**src/hw/pmaMap_config.svh**
```systemverilog
`ifndef PMA_MAP_CONFIG_SVH
`define PMA_MAP_CONFIG_SVH

// Physical address width
`define PA_BITS 34
// Region-select width, slot 0 is the no-match flag
`define REGION_COUNT 12

// Permission encodings
// Bit 2 read, bit 1 write, bit 0 execute
`define PERM_RX  3'b101
`define PERM_RW  3'b110
`define PERM_RWX 3'b111

// Supported-size masks, bit n allows accessSize value n
`define SIZES_ALL  4'b1111
`define SIZES_WORD 4'b0100
`define SIZES_WD   4'b1100
`define SIZES_BYTE 4'b0001

// Peripherals
`define SPI_BASE          34'h0_1004_0000
`define SPI_MASK          34'h0_0000_0fff
`define SPI_PERM          `PERM_RW
`define SPI_SIZES         `SIZES_WORD
`define UART_BASE         34'h0_1000_0000
`define UART_MASK         34'h0_0000_0007
`define UART_PERM         `PERM_RW
`define UART_SIZES        `SIZES_BYTE
`define CLINT_BASE        34'h0_0200_0000
`define CLINT_MASK        34'h0_0000_ffff
`define CLINT_PERM        `PERM_RW
`define CLINT_SIZES       `SIZES_WD
`define PLIC_BASE         34'h0_0c00_0000
`define PLIC_MASK         34'h0_03ff_ffff
`define PLIC_PERM         `PERM_RW
`define PLIC_SIZES        `SIZES_WORD
`define GPIO_BASE         34'h0_1006_0000
`define GPIO_MASK         34'h0_0000_00ff
`define GPIO_PERM         `PERM_RW
`define GPIO_SIZES        `SIZES_WORD

// Memories
`define FLASH_BASE        34'h0_2000_0000
`define FLASH_MASK        34'h0_0fff_ffff
`define FLASH_PERM        `PERM_RX
`define FLASH_SIZES       `SIZES_ALL
`define MAINRAM_BASE      34'h0_8000_0000
`define MAINRAM_MASK      34'h0_7fff_ffff
`define MAINRAM_PERM      `PERM_RWX
`define MAINRAM_SIZES     `SIZES_ALL
`define BOOTROM_BASE      34'h0_0000_1000
`define BOOTROM_MASK      34'h0_0000_0fff
`define BOOTROM_PERM      `PERM_RX
`define BOOTROM_SIZES     `SIZES_ALL
`define UNCACHEDRAM_BASE  34'h0_6000_0000
`define UNCACHEDRAM_MASK  34'h0_0fff_ffff
`define UNCACHEDRAM_PERM  `PERM_RW
`define UNCACHEDRAM_SIZES `SIZES_ALL
`define IROM_BASE         34'h0_0000_4000
`define IROM_MASK         34'h0_0000_3fff
`define IROM_PERM         `PERM_RX
`define IROM_SIZES        `SIZES_ALL
`define DTIM_BASE         34'h0_0001_0000
`define DTIM_MASK         34'h0_0000_ffff
`define DTIM_PERM         `PERM_RWX
`define DTIM_SIZES        `SIZES_ALL

`endif

```
**src/hw/pmaPkg.sv**
```systemverilog
`include "pmaMap_config.svh"

package pmaPkg;

  ////////////////////////////////////////////////////////////////////////////
  // Access descriptors
  ////////////////////////////////////////////////////////////////////////////

  // Access width, encoding doubles as bit index into a supported-size mask
  typedef enum logic [1:0] {
    sizeByte,
    sizeHalf,
    sizeWord,
    sizeDouble
  } accessSize;

  // Page-based memory type from the translation unit
  // Pma defers to the region, nc and io override it
  typedef enum logic [1:0] {
    memPma,
    memNc,
    memIo,
    memReserved
  } memType;

  ////////////////////////////////////////////////////////////////////////////
  // Region decode
  ////////////////////////////////////////////////////////////////////////////

  // One-hot region select, bit 0 flags no match
  typedef logic [`REGION_COUNT-1:0] regionSel;

endpackage

```
**src/hw/adrdec.sv**
```systemverilog
`timescale 1ns/1ns
`include "pmaMap_config.svh"

// Single region decoder
// Hits when the address falls in the region and the access is legal there
module adrdec import pmaPkg::*; #(
  parameter logic [`PA_BITS-1:0] base     = '0,
  parameter logic [`PA_BITS-1:0] sizeMask = '0
) (
  input  logic [`PA_BITS-1:0] physicalAddress,
  // Access class routed in by the region's permission
  input  logic                accessValid,
  input  accessSize           size,
  // Bit n set when accessSize value n is supported
  input  logic [3:0]          supportedSizes,
  output logic                sel
);

  logic addrMatch;
  logic sizeOk;

  // Region is a power-of-two window, base aligned to the mask
  // Masked bits are the offset inside the region
  assign addrMatch = ((physicalAddress & ~sizeMask) == base);

  // Size encoding indexes the mask directly
  assign sizeOk = supportedSizes[size];

  // All three must hold, otherwise the access drops into region 0
  assign sel = addrMatch & accessValid & sizeOk;

endmodule

```
**src/hw/adrdecs.sv**
```systemverilog
`timescale 1ns/1ns
`include "pmaMap_config.svh"

// Memory-map table
// Eleven region decoders plus the no-region flag in bit 0
module adrdecs import pmaPkg::*; (
  input  logic [`PA_BITS-1:0] physicalAddress,
  input  logic                accessRW,
  input  logic                accessRX,
  input  logic                accessRWX,
  input  accessSize           size,
  output regionSel            selRegions
);

  ////////////////////////////////////////////////////////////////////////////
  // Region table, index matches the select bit
  ////////////////////////////////////////////////////////////////////////////

  localparam logic [`PA_BITS-1:0] regionBase [1:`REGION_COUNT-1] = '{
    `SPI_BASE, `UART_BASE, `CLINT_BASE, `PLIC_BASE, `GPIO_BASE, `FLASH_BASE,
    `MAINRAM_BASE, `BOOTROM_BASE, `UNCACHEDRAM_BASE, `IROM_BASE, `DTIM_BASE
  };
  localparam logic [`PA_BITS-1:0] regionMask [1:`REGION_COUNT-1] = '{
    `SPI_MASK, `UART_MASK, `CLINT_MASK, `PLIC_MASK, `GPIO_MASK, `FLASH_MASK,
    `MAINRAM_MASK, `BOOTROM_MASK, `UNCACHEDRAM_MASK, `IROM_MASK, `DTIM_MASK
  };
  localparam logic [2:0] regionPerm [1:`REGION_COUNT-1] = '{
    `SPI_PERM, `UART_PERM, `CLINT_PERM, `PLIC_PERM, `GPIO_PERM, `FLASH_PERM,
    `MAINRAM_PERM, `BOOTROM_PERM, `UNCACHEDRAM_PERM, `IROM_PERM, `DTIM_PERM
  };
  localparam logic [3:0] regionSizes [1:`REGION_COUNT-1] = '{
    `SPI_SIZES, `UART_SIZES, `CLINT_SIZES, `PLIC_SIZES, `GPIO_SIZES, `FLASH_SIZES,
    `MAINRAM_SIZES, `BOOTROM_SIZES, `UNCACHEDRAM_SIZES, `IROM_SIZES, `DTIM_SIZES
  };

  logic [`REGION_COUNT-1:1] classSel;

  // Route the access class that matches a permission code
  function automatic logic pickClass(
    input logic [2:0] perm,
    input logic       rw,
    input logic       rx,
    input logic       rwx
  );
    case (perm)
      `PERM_RWX: pickClass = rwx;
      `PERM_RX:  pickClass = rx;
      `PERM_RW:  pickClass = rw;
      default:   pickClass = 1'b0;
    endcase
  endfunction

  for (genvar i = 1; i < `REGION_COUNT; i++) begin : gRegion
    assign classSel[i] = pickClass(regionPerm[i], accessRW, accessRX, accessRWX);
    adrdec #(.base(regionBase[i]), .sizeMask(regionMask[i])) dec (
      .physicalAddress(physicalAddress),
      .accessValid(classSel[i]),
      .size(size),
      .supportedSizes(regionSizes[i]),
      .sel(selRegions[i])
    );
  end

  // Bases never overlap, so at most one region bit is set
  // Nothing hit means the access is illegal
  assign selRegions[0] = ~|selRegions[`REGION_COUNT-1:1];

endmodule

```
**src/hw/pmachecker.sv**
```systemverilog
`timescale 1ns/1ns
`include "pmaMap_config.svh"

// Physical memory attribute checker
// Finds the region an access hits, reports its attributes and access faults
module pmachecker import pmaPkg::*; (
  input  logic [`PA_BITS-1:0] physicalAddress,
  input  accessSize           size,
  input  logic                atomicAccess,
  input  logic                executeAccess,
  input  logic                writeAccess,
  input  logic                readAccess,
  // Memory type from the page table entry
  input  memType              pbMemoryType,
  output logic                cacheable,
  output logic                idempotent,
  output logic                selTim,
  output logic                instrAccessFault,
  output logic                loadAccessFault,
  output logic                storeAmoAccessFault
);

  logic     accessRW;
  logic     accessRX;
  logic     accessRWX;
  regionSel selRegions;
  logic     cacheableRegion;
  logic     idempotentRegion;
  logic     atomicAllowed;
  logic     accessFault;

  ////////////////////////////////////////////////////////////////////////////
  // Access class and region decode
  ////////////////////////////////////////////////////////////////////////////

  // Each region is gated by one of these classes
  assign accessRW  = readAccess | writeAccess;
  assign accessRX  = readAccess | executeAccess;
  assign accessRWX = readAccess | writeAccess | executeAccess;

  adrdecs adrdecsInst (
    .physicalAddress(physicalAddress),
    .accessRW(accessRW),
    .accessRX(accessRX),
    .accessRWX(accessRWX),
    .size(size),
    .selRegions(selRegions)
  );

  ////////////////////////////////////////////////////////////////////////////
  // Attributes
  ////////////////////////////////////////////////////////////////////////////

  // Flash, main RAM and boot ROM sit behind the caches
  assign cacheableRegion = selRegions[8] | selRegions[7] | selRegions[6];
  // Any page type other than pma makes the access uncached
  assign cacheable = (pbMemoryType == memPma) & cacheableRegion;

  // Memories can be re-read without side effects, peripherals cannot
  assign idempotentRegion = selRegions[11] | selRegions[9] | selRegions[8]
                          | selRegions[7] | selRegions[6];
  // Nc forces idempotent, io and reserved force non-idempotent
  assign idempotent = (pbMemoryType == memPma) ? idempotentRegion
                                               : (pbMemoryType == memNc);

  // AMOs only on writable RAM
  assign atomicAllowed = selRegions[11] | selRegions[9] | selRegions[7];

  // Irom and dtim are the tightly integrated memories
  assign selTim = selRegions[11] | selRegions[10];

  ////////////////////////////////////////////////////////////////////////////
  // Faults
  ////////////////////////////////////////////////////////////////////////////

  // No region, or an AMO where the region cannot do one
  assign accessFault = (selRegions[0] & accessRWX) | (atomicAccess & ~atomicAllowed);

  // Steer the fault to the pipeline stage that made the access
  assign instrAccessFault    = executeAccess & accessFault;
  assign loadAccessFault     = readAccess & accessFault;
  assign storeAmoAccessFault = writeAccess & accessFault;

endmodule

```
**src/hw/pmaPort.sv**
```systemverilog
`timescale 1ns/1ns
`include "pmaMap_config.svh"

// Four-phase req/ack port in front of the checker
// Captures one access, registers the results and holds them until release
module pmaPort import pmaPkg::*; (
  input  logic                clk,
  input  logic                reset,
  input  logic                req,
  output logic                ack,
  // Access from the requester
  input  logic [`PA_BITS-1:0] physicalAddress,
  input  logic [1:0]          size,
  input  logic                atomicAccess,
  input  logic                executeAccess,
  input  logic                writeAccess,
  input  logic                readAccess,
  input  logic [1:0]          pbMemoryType,
  // Captured access toward the checker
  output logic [`PA_BITS-1:0] chkPhysicalAddress,
  output accessSize           chkSize,
  output logic                chkAtomicAccess,
  output logic                chkExecuteAccess,
  output logic                chkWriteAccess,
  output logic                chkReadAccess,
  output memType              chkPbMemoryType,
  // Combinational results from the checker
  input  logic                chkCacheable,
  input  logic                chkIdempotent,
  input  logic                chkSelTim,
  input  logic                chkInstrAccessFault,
  input  logic                chkLoadAccessFault,
  input  logic                chkStoreAmoAccessFault,
  // Held results
  output logic                cacheable,
  output logic                idempotent,
  output logic                selTim,
  output logic                instrAccessFault,
  output logic                loadAccessFault,
  output logic                storeAmoAccessFault
);

  typedef enum logic [1:0] {stIdle, stCheck, stAck} portState;

  portState state;
  logic     capture;
  logic     latch;

  // New access only from idle with ack already low
  assign capture = (state == stIdle) & req & ~ack;
  // Checker output is valid one cycle after capture
  assign latch = (state == stCheck);

  ////////////////////////////////////////////////////////////////////////////
  // Handshake FSM
  ////////////////////////////////////////////////////////////////////////////

  always_ff @(posedge clk) begin
    if (reset) begin
      state <= stIdle;
      ack   <= 1'b0;
    end else begin
      case (state)
        stIdle: begin
          if (capture) state <= stCheck;
        end
        stCheck: begin
          state <= stAck;
          ack   <= 1'b1;
        end
        stAck: begin
          // Hold until the requester lets go
          if (!req) begin
            state <= stIdle;
            ack   <= 1'b0;
          end
        end
        default: state <= stIdle;
      endcase
    end
  end

  // Access payload
  always_ff @(posedge clk) begin
    if (capture) begin
      chkPhysicalAddress <= physicalAddress;
      chkSize            <= accessSize'(size);
      chkAtomicAccess    <= atomicAccess;
      chkExecuteAccess   <= executeAccess;
      chkWriteAccess     <= writeAccess;
      chkReadAccess      <= readAccess;
      chkPbMemoryType    <= memType'(pbMemoryType);
    end
  end

  // Results, cleared so outputs read low before the first access
  always_ff @(posedge clk) begin
    if (reset) begin
      cacheable           <= 1'b0;
      idempotent          <= 1'b0;
      selTim              <= 1'b0;
      instrAccessFault    <= 1'b0;
      loadAccessFault     <= 1'b0;
      storeAmoAccessFault <= 1'b0;
    end else if (latch) begin
      cacheable           <= chkCacheable;
      idempotent          <= chkIdempotent;
      selTim              <= chkSelTim;
      instrAccessFault    <= chkInstrAccessFault;
      loadAccessFault     <= chkLoadAccessFault;
      storeAmoAccessFault <= chkStoreAmoAccessFault;
    end
  end

  ////////////////////////////////////////////////////////////////////////////
  // Protocol checks
  ////////////////////////////////////////////////////////////////////////////

  // Ack is an answer, never unsolicited
  ackNeedsReq: assert property (@(posedge clk) disable iff (reset)
    $rose(ack) |-> req);

  // Ack may only fall after req has dropped
  ackHeld: assert property (@(posedge clk) disable iff (reset)
    ack && req |=> ack);

  // Requester may sample results any cycle ack is high
  resultsFrozen: assert property (@(posedge clk) disable iff (reset)
    ack |=> !ack || $stable({cacheable, idempotent, selTim, instrAccessFault,
                            loadAccessFault, storeAmoAccessFault}));

endmodule

```
**src/hw/pmaSubsystem.sv**
```systemverilog
`timescale 1ns/1ns
`include "pmaMap_config.svh"

// PMA checking subsystem
// Request port plus combinational checker
module pmaSubsystem import pmaPkg::*; (
  input  logic                clk,
  input  logic                reset,
  input  logic                req,
  output logic                ack,
  input  logic [`PA_BITS-1:0] physicalAddress,
  input  logic [1:0]          size,
  input  logic                atomicAccess,
  input  logic                executeAccess,
  input  logic                writeAccess,
  input  logic                readAccess,
  input  logic [1:0]          pbMemoryType,
  output logic                cacheable,
  output logic                idempotent,
  output logic                selTim,
  output logic                instrAccessFault,
  output logic                loadAccessFault,
  output logic                storeAmoAccessFault
);

  // Captured access
  logic [`PA_BITS-1:0] chkPhysicalAddress;
  accessSize           chkSize;
  logic                chkAtomicAccess;
  logic                chkExecuteAccess;
  logic                chkWriteAccess;
  logic                chkReadAccess;
  memType              chkPbMemoryType;
  // Unregistered results
  logic                chkCacheable;
  logic                chkIdempotent;
  logic                chkSelTim;
  logic                chkInstrAccessFault;
  logic                chkLoadAccessFault;
  logic                chkStoreAmoAccessFault;

  pmaPort pmaPortInst (
    .clk(clk),
    .reset(reset),
    .req(req),
    .ack(ack),
    .physicalAddress(physicalAddress),
    .size(size),
    .atomicAccess(atomicAccess),
    .executeAccess(executeAccess),
    .writeAccess(writeAccess),
    .readAccess(readAccess),
    .pbMemoryType(pbMemoryType),
    .chkPhysicalAddress(chkPhysicalAddress),
    .chkSize(chkSize),
    .chkAtomicAccess(chkAtomicAccess),
    .chkExecuteAccess(chkExecuteAccess),
    .chkWriteAccess(chkWriteAccess),
    .chkReadAccess(chkReadAccess),
    .chkPbMemoryType(chkPbMemoryType),
    .chkCacheable(chkCacheable),
    .chkIdempotent(chkIdempotent),
    .chkSelTim(chkSelTim),
    .chkInstrAccessFault(chkInstrAccessFault),
    .chkLoadAccessFault(chkLoadAccessFault),
    .chkStoreAmoAccessFault(chkStoreAmoAccessFault),
    .cacheable(cacheable),
    .idempotent(idempotent),
    .selTim(selTim),
    .instrAccessFault(instrAccessFault),
    .loadAccessFault(loadAccessFault),
    .storeAmoAccessFault(storeAmoAccessFault)
  );

  pmachecker pmacheckerInst (
    .physicalAddress(chkPhysicalAddress),
    .size(chkSize),
    .atomicAccess(chkAtomicAccess),
    .executeAccess(chkExecuteAccess),
    .writeAccess(chkWriteAccess),
    .readAccess(chkReadAccess),
    .pbMemoryType(chkPbMemoryType),
    .cacheable(chkCacheable),
    .idempotent(chkIdempotent),
    .selTim(chkSelTim),
    .instrAccessFault(chkInstrAccessFault),
    .loadAccessFault(chkLoadAccessFault),
    .storeAmoAccessFault(chkStoreAmoAccessFault)
  );

endmodule

```
**config.mk**
```make
export PLATFORM = sky130hd
export DESIGN_NAME = pmaSubsystem
export DESIGN_NICKNAME = d
export VERILOG_FILES = /design/src/hw/pmaPkg.sv /design/src/hw/adrdec.sv /design/src/hw/adrdecs.sv /design/src/hw/pmachecker.sv /design/src/hw/pmaPort.sv /design/src/hw/pmaSubsystem.sv
export VERILOG_INCLUDE_DIRS = /design/src /design/src/hw
export SDC_FILE = /design/constraint.sdc
export NUM_CORES = 1
export LEC_CHECK = 0
export ABC_AREA = 0
export BUFFER_PORTS_ARGS = -buffer_cell sky130_fd_sc_hd__clkbuf_2
export CORE_MARGIN = 2
export CORE_UTILIZATION = 30
export CTS_CLUSTER_DIAMETER = 80
export DETAILED_ROUTE_END_ITERATION = 8
export GPL_ROUTABILITY_DRIVEN = 0
export MAX_ROUTING_LAYER = met4
export PLACE_DENSITY = 0.59
export SLEW_MARGIN = 30
export SYNTH_ARGS = -nofsm -noshare
export SYNTH_HDL_FRONTEND = slang
export SYNTH_SLANG_ARGS = --single-unit
```
**constraint.sdc**
```tcl
create_clock -name clk -period 5.6 [get_ports clk]
set_clock_uncertainty 0.15 [all_clocks]
set_input_delay 0.84 -clock clk [delete_from_list [all_inputs] [get_ports clk]]
set_output_delay 0.84 -clock clk [all_outputs]
set_load 0.05 [all_outputs]
```
Yosys cells after proc, flatten, opt, wreduce, memory -nomap -nowiden
Index checks and enable logic that the tools add are counted.
Storage, ports and cells
  bits in registers: 51
  input port bits: 45
  output and inout port bits: 7
  word-level logic and storage cells: 97
Cells by class
  $lt $le $gt $ge: 1
  equal/unequal tests: 16
  multiplexer cells: 14
  bitwise gates (word level): 44
  reductions and logical operators: 7
Operator list (number)
  $eq A31 B26 Y1 const B: 1
  $and A1 B1 Y1: 30
  $eq A26 B21 Y1 const B: 1
  $eq A22 B1 Y1 const B: 1
  $eq A22 B17 Y1 const B: 1
  $eq A20 B1 Y1 const B: 1
  $eq A18 B1 Y1 const B: 1
  $eq A18 B10 Y1 const B: 1
  $or A1 B1 Y1: 12
  $reduce_or A11 Y1: 1
  $bmux W1 S2: 4
  $eq A8 B2 Y1 const B: 1
  $eq A6 B2 Y1 const B: 1
  $eq A6 B3 Y1 const B: 1
  $mux W1: 6
  $pmux W2 S3: 1
  $eq A2 B1 Y1 const B: 2
  $logic_not A2 Y1: 2
  $mux W2: 2
  $reduce_and A2 Y1: 2
  $eq A3 B1 Y1 const B: 1
  $lt A2 B3 Y1 const B: 1
  $eq A2 B2 Y1 const B: 1
  $ne A2 B1 Y1 const B: 1
  other kinds (5): 6

Depth between registers and ports, before layout
  depth after elaboration: 10
  mapped depth: 6
  mapped depth without buffers: 5

Hierarchy
A second synthesis with hierarchy kept.
Unflattened totals
  cell total of the unflattened synthesis: 179
  area, all modules: 2498.6 sq um
Modules (own cells, without submodules)
  pmaPort: times used 1, cells an instance 76, area an instance 1607.8 sq um, seq. area each 1441.4 sq um
  adrdec (pmacheckerInst.adrdecsInst.gRegion[11].dec ...): times used 2, cells an instance 8, area an instance 70.1 sq um, seq. area each 0.0 sq um
  adrdec (pmacheckerInst.adrdecsInst.gRegion[2].dec): times used 1, cells an instance 13, area an instance 110.1 sq um, seq. area each 0.0 sq um
  adrdec (pmacheckerInst.adrdecsInst.gRegion[5].dec): times used 1, cells an instance 11, area an instance 98.8 sq um, seq. area each 0.0 sq um
  pmachecker: times used 1, cells an instance 13, area an instance 88.8 sq um, seq. area each 0.0 sq um
  adrdec (pmacheckerInst.adrdecsInst.gRegion[10].dec): times used 1, cells an instance 10, area an instance 82.6 sq um, seq. area each 0.0 sq um
  adrdec (pmacheckerInst.adrdecsInst.gRegion[1].dec): times used 1, cells an instance 9, area an instance 82.6 sq um, seq. area each 0.0 sq um
  adrdec (pmacheckerInst.adrdecsInst.gRegion[8].dec): times used 1, cells an instance 9, area an instance 80.1 sq um, seq. area each 0.0 sq um
  adrdec (pmacheckerInst.adrdecsInst.gRegion[4].dec): times used 1, cells an instance 5, area an instance 52.6 sq um, seq. area each 0.0 sq um
  adrdec (pmacheckerInst.adrdecsInst.gRegion[9].dec): times used 1, cells an instance 4, area an instance 45.0 sq um, seq. area each 0.0 sq um
  adrdec (pmacheckerInst.adrdecsInst.gRegion[6].dec): times used 1, cells an instance 4, area an instance 43.8 sq um, seq. area each 0.0 sq um
  adrdec (pmacheckerInst.adrdecsInst.gRegion[7].dec): times used 1, cells an instance 3, area an instance 35.0 sq um, seq. area each 0.0 sq um
  adrdecs: times used 1, cells an instance 6, area an instance 31.3 sq um, seq. area each 0.0 sq um

Worst setup path after synthesis
Ideal clock, no wire load.
  path type: input to register
  start point: input port req
  end point: register pmaPortInst.chkAtomicAccess (enable)
  setup time: 484 ps
  data arrival time: 3569 ps
  data required time: 4966 ps
  slack: 1397 ps
  stages: 2
  buffers on the path: 0
  cells stage by stage: nand2_1 > nor3_1
On the way
  longest elaborated chain between the ends: 2
Ends and longest elaborated chain
  from (decl): RTL line pmaSubsystem.sv:9  | input logic req,
  $and A1 B1 Y1 (2 in a row): RTL line pmaPort.sv:50  | assign capture = (state == stIdle) & req & ~ack;
  net pmaPortInst.capture: RTL line pmaPort.sv:46  | logic capture;
  to (signal assigned): RTL line pmaPort.sv:88  | chkAtomicAccess <= atomicAccess;
  to (decl): RTL line pmaPort.sv:22  | output logic chkAtomicAccess,
The timed path passes the listed nets, and every way through them passes these cells.
A chain may end at the register's enable or synchronous reset.

Worst setup path after layout
  start point: register pmaPortInst.chkPhysicalAddress[31]
  end point: register pmaPortInst.instrAccessFault
On the way
  longest elaborated chain between the ends: 9
  elaborated cells between the ends (all ways): 42
  those cells by class: eq/ne: 11; bitwise: 29; reduce/logical: 2
Ends and longest elaborated chain
  from (decl): RTL line pmaPort.sv:20  | output logic [`PA_BITS-1:0] chkPhysicalAddress,
  from (signal assigned): RTL line pmaPort.sv:86  | chkPhysicalAddress <= physicalAddress;
  parallel branches: the longest is 7 deep, another holds $eq A31 B26 Y1
  $or A1 B1 Y1 *: RTL line pmachecker.sv:77  | assign accessFault = (selRegions[0] & accessRWX) | (atomicAccess & ~atomicAllowed);
  $and A1 B1 Y1 *: RTL line pmachecker.sv:80  | assign instrAccessFault = executeAccess & accessFault;
  to (signal assigned): RTL line pmaPort.sv:109  | instrAccessFault <= chkInstrAccessFault;
  to (decl): RTL line pmaPort.sv:38  | output logic instrAccessFault,
Every way passes the cells marked *.

==> impl_results.md <==
* Status: complete, no violations
* Pin count of the biggest net entering global routing at 23
* Post-CTS resize count at 0
* H-tree levels at 2
* Crit-path leading delay family: simple AND/OR/NAND/NOR gates
* Fmax at 471 MHz
* Worst path bufs/invs at 0
* Fin crit share at 37.9%
* Worst-path fanout max at 7
* Io pins at 52
* Clock latency on the worst-skew pair at 0.29 ns
* Site row count at 29
* Clock slew at reported path FFs at 0.08 ns
* DRC viols at 0
* Chip Width at 84.1 um
* Share of layout cells above drive strength 1 at 36.2%
* WP data arrival at 2.16 ns
* FF-to-FF path depth at 5
* Synth area leader: edfxtp_1
* Most frequent cells after synthesis: 39 x edfxtp_1, 9 x dfxtp_1, 7 x nor4_1, 6 x nor2_1, 6 x o21ai_0
* Clk root buf: clkbuf_8
* Syn_area_per_cell at 14.7 um^2
* PortBufs at 48
* Slowest CP cell: or3_1
* First-pass GRT wire length at 6.55 mm
* Core Util, Final at 38.0%
* Post-synth EDFFs at 39
* Reg-to-Reg Start: pmaPortInst.chkPhysicalAddress[31]
* Critical path class: reg2reg
* DR pass1 iterations at 4
* Hold Vio Cnt, Final at 0
* Area grow syn2layout at 23.9%
* Via Count at 1278
* Core area at 6280 um^2
* PD cells at 312 nW/um^2
* Grt total ovfl at 0
* Vias per inst at 4.82
* Slew of the pin with the lowest slew margin at 0.469 ns
* Initial Util at 30.7%
* Endpoints failing setup at 0
* Most instantiated library cell after synthesis: edfxtp_1
* WL/cell at 13.9 um
* Netlist cell types at 39
* Leak at 0.884 nW
* Wire length on met1 at 1.78 mm
* Vias in the first global route at 1377
* Hold Path Class: reg2reg
* DR top layer: met4
* Seq/Total Area, Yosys at 70.2%
* R2r endpoint: pmaPortInst.instrAccessFault
* CP Cell Sequence: or3_1 -> nor4_1 -> o211ai_1 -> a21oi_1 -> o31ai_1
* Non-Filler Instances at 265
* Synth Register Bits at 48
* Bufs on Longest Clock Path at 2
* CTS buffer count at 5
* Mapped cell area at 1920 um^2
* Hold Startpoint: pmaPortInst.chkPbMemoryType[1]
* Die area at 7070 um^2
* Placed instance count at 257
* CTS tree: done
* Crit path time final at 2.12 ns
* Dpl hpwl at 2.88 mm
* Synth area leaders: edfxtp_1 61%, dfxtp_1 9.4%, nor4_1 2.3%
* N_diodes at 0
* Initial antenna violation count at 0
* Peak VDD IR at 0.143 mV
* GRT Resource Usage Total at 11.8%
* Sink Count at 48
* Post-Syn Instances at 131
* Worst setup SP type: flop
* Hold path depth at 1
* Hold Path End: pmaPortInst.idempotent
* Post-CTS Hold Fix Bufs at 0
* Iteration-0 DRC Markers at 48
* Critical Path Start: pmaPortInst.chkPhysicalAddress[31]
* Required time of the critical path at 5.63 ns
* Post-CTS Setup Inserts at 0
* Mapped Nets at 176
* Async SR Flop Fraction at 0%
* Total wire length at 3.68 mm
* Synth warnings at 0
* Post-synth top area share at 60.9%
* Die Y at 84.1 um
* Met3 wire len at 158 um
* Max Slew Vio Count at 0
* Worst path max stage delay at 0.54 ns
* Max Cap Viol at 0
* Post-route ant nets at 0
* Ys flop type: edfxtp_1
* WL met2 at 1.72 mm
* Crit. End Element: flop
* FF-to-FF setup slack at 3.48 ns
* Setup TNS at 0 ns
* RSZ-0062 raised after global routing: no
* Layout Nets at 232
* Headroom to the max-slew limit at 68.5%
[worst max-delay path by stage]
stage | to | cells past startpoint
finish | pmaPortInst.instrAccessFault | 5
global route | pmaPortInst.instrAccessFault | 5
detailed placement | pmaPortInst.instrAccessFault | 5
CTS | pmaPortInst.instrAccessFault | 5
global placement | pmaPortInst.instrAccessFault | 5
floorplan | pmaPortInst.chkAtomicAccess | 2
[layout make-up]
type | instances | area, um^2
sequential | 48 | 1350
fill | 602 | 3890
clock buffer | 6 | 72.6
multi-input combinational | 77 | 554
timing repair buffer | 50 | 255
inverter | 5 | 18.8
tap | 77 | 96.3
clock inverter | 2 | 35.0
[sequential cells by signal, summed over array words and instances (netlist names)]
signal	cells
pmaPortInst.storeAmoAccessFault	1
pmaPortInst.chkExecuteAccess	1
pmaPortInst.chkWriteAccess	1
pmaPortInst.chkAtomicAccess	1
pmaPortInst.chkReadAccess	1
pmaPortInst.cacheable	1
pmaPortInst.loadAccessFault	1
pmaPortInst.state	2
pmaPortInst.ack	1
pmaPortInst.instrAccessFault	1
pmaPortInst.chkPbMemoryType	2
pmaPortInst.idempotent	1
pmaPortInst.chkPhysicalAddress	31
pmaPortInst.selTim	1
pmaPortInst.chkSize	2
[worst reg2reg max path, delay by kind of cell (launching register included)]
family	cells	cell delay (ns)
flops	1	0.38
simple gates	2	1.04
compound gates	3	0.45
[report_power, final]
part           internal [mW]  total [mW]  switching (mW)  leakage [nW]
clock                  0.132       0.240           0.108        0.0552
combinational         0.0261      0.0698          0.0437         0.384
sequential             0.419       0.435          0.0157         0.445
[logic make-up after synthesis]
group	share of synthesized area, %
AOI/OAI and AO/OA	9.43
DFF	70.2
buffers and inverters	1.24
and+or+nand+nor	19.1
[cells in the final DEF, fill, tap and decap left out, drive strengths merged]
cell / instances
o2111ai: 1
nor2b: 2
bufinv: 1
o21bai: 1
o32ai: 1
or4b: 1
and4b: 2
a31oi: 2
o41ai: 1
nand3: 5
a211oi: 1
edfxtp: 39
nor3b: 1
nand4: 1
a21o: 1
nor2: 6
o21ai: 6
a21oi: 5
or3b: 1
nand2: 2
nand2b: 2
clkbuf: 54
o31ai: 1
nor3: 5
nor4bb: 1
nand4b: 1
dfxtp: 9
nor4b: 2
and4: 1
buf: 2
nor4: 8
a22oi: 4
or3: 5
o211ai: 2
or4: 4
inv: 5
and3b: 1
clkinv: 1
[stage by stage]
step	total power [mW]	hold WS, ns	cell area [um^2]	setup slack [ns]
2_1_floorplan	0.483	0.312	1920	1.40
3_3_place_gp	0.512	0.331	2280	3.43
3_5_place_dp	0.514	0.339	2280	3.42
4_1_cts	0.754	0.351	2380	3.49
5_1_grt	0.781	0.376	2380	3.32
6_report	0.745	0.355	2380	3.48
[routing by layer]
metal	GRT usage, %	vias to the layer above
met5	-	-
met1	15.8	599
met4	2.35	0
met3	3.66	2
met2	17.9	31
li1	-	646
Power figures use the tool's default switching activity.
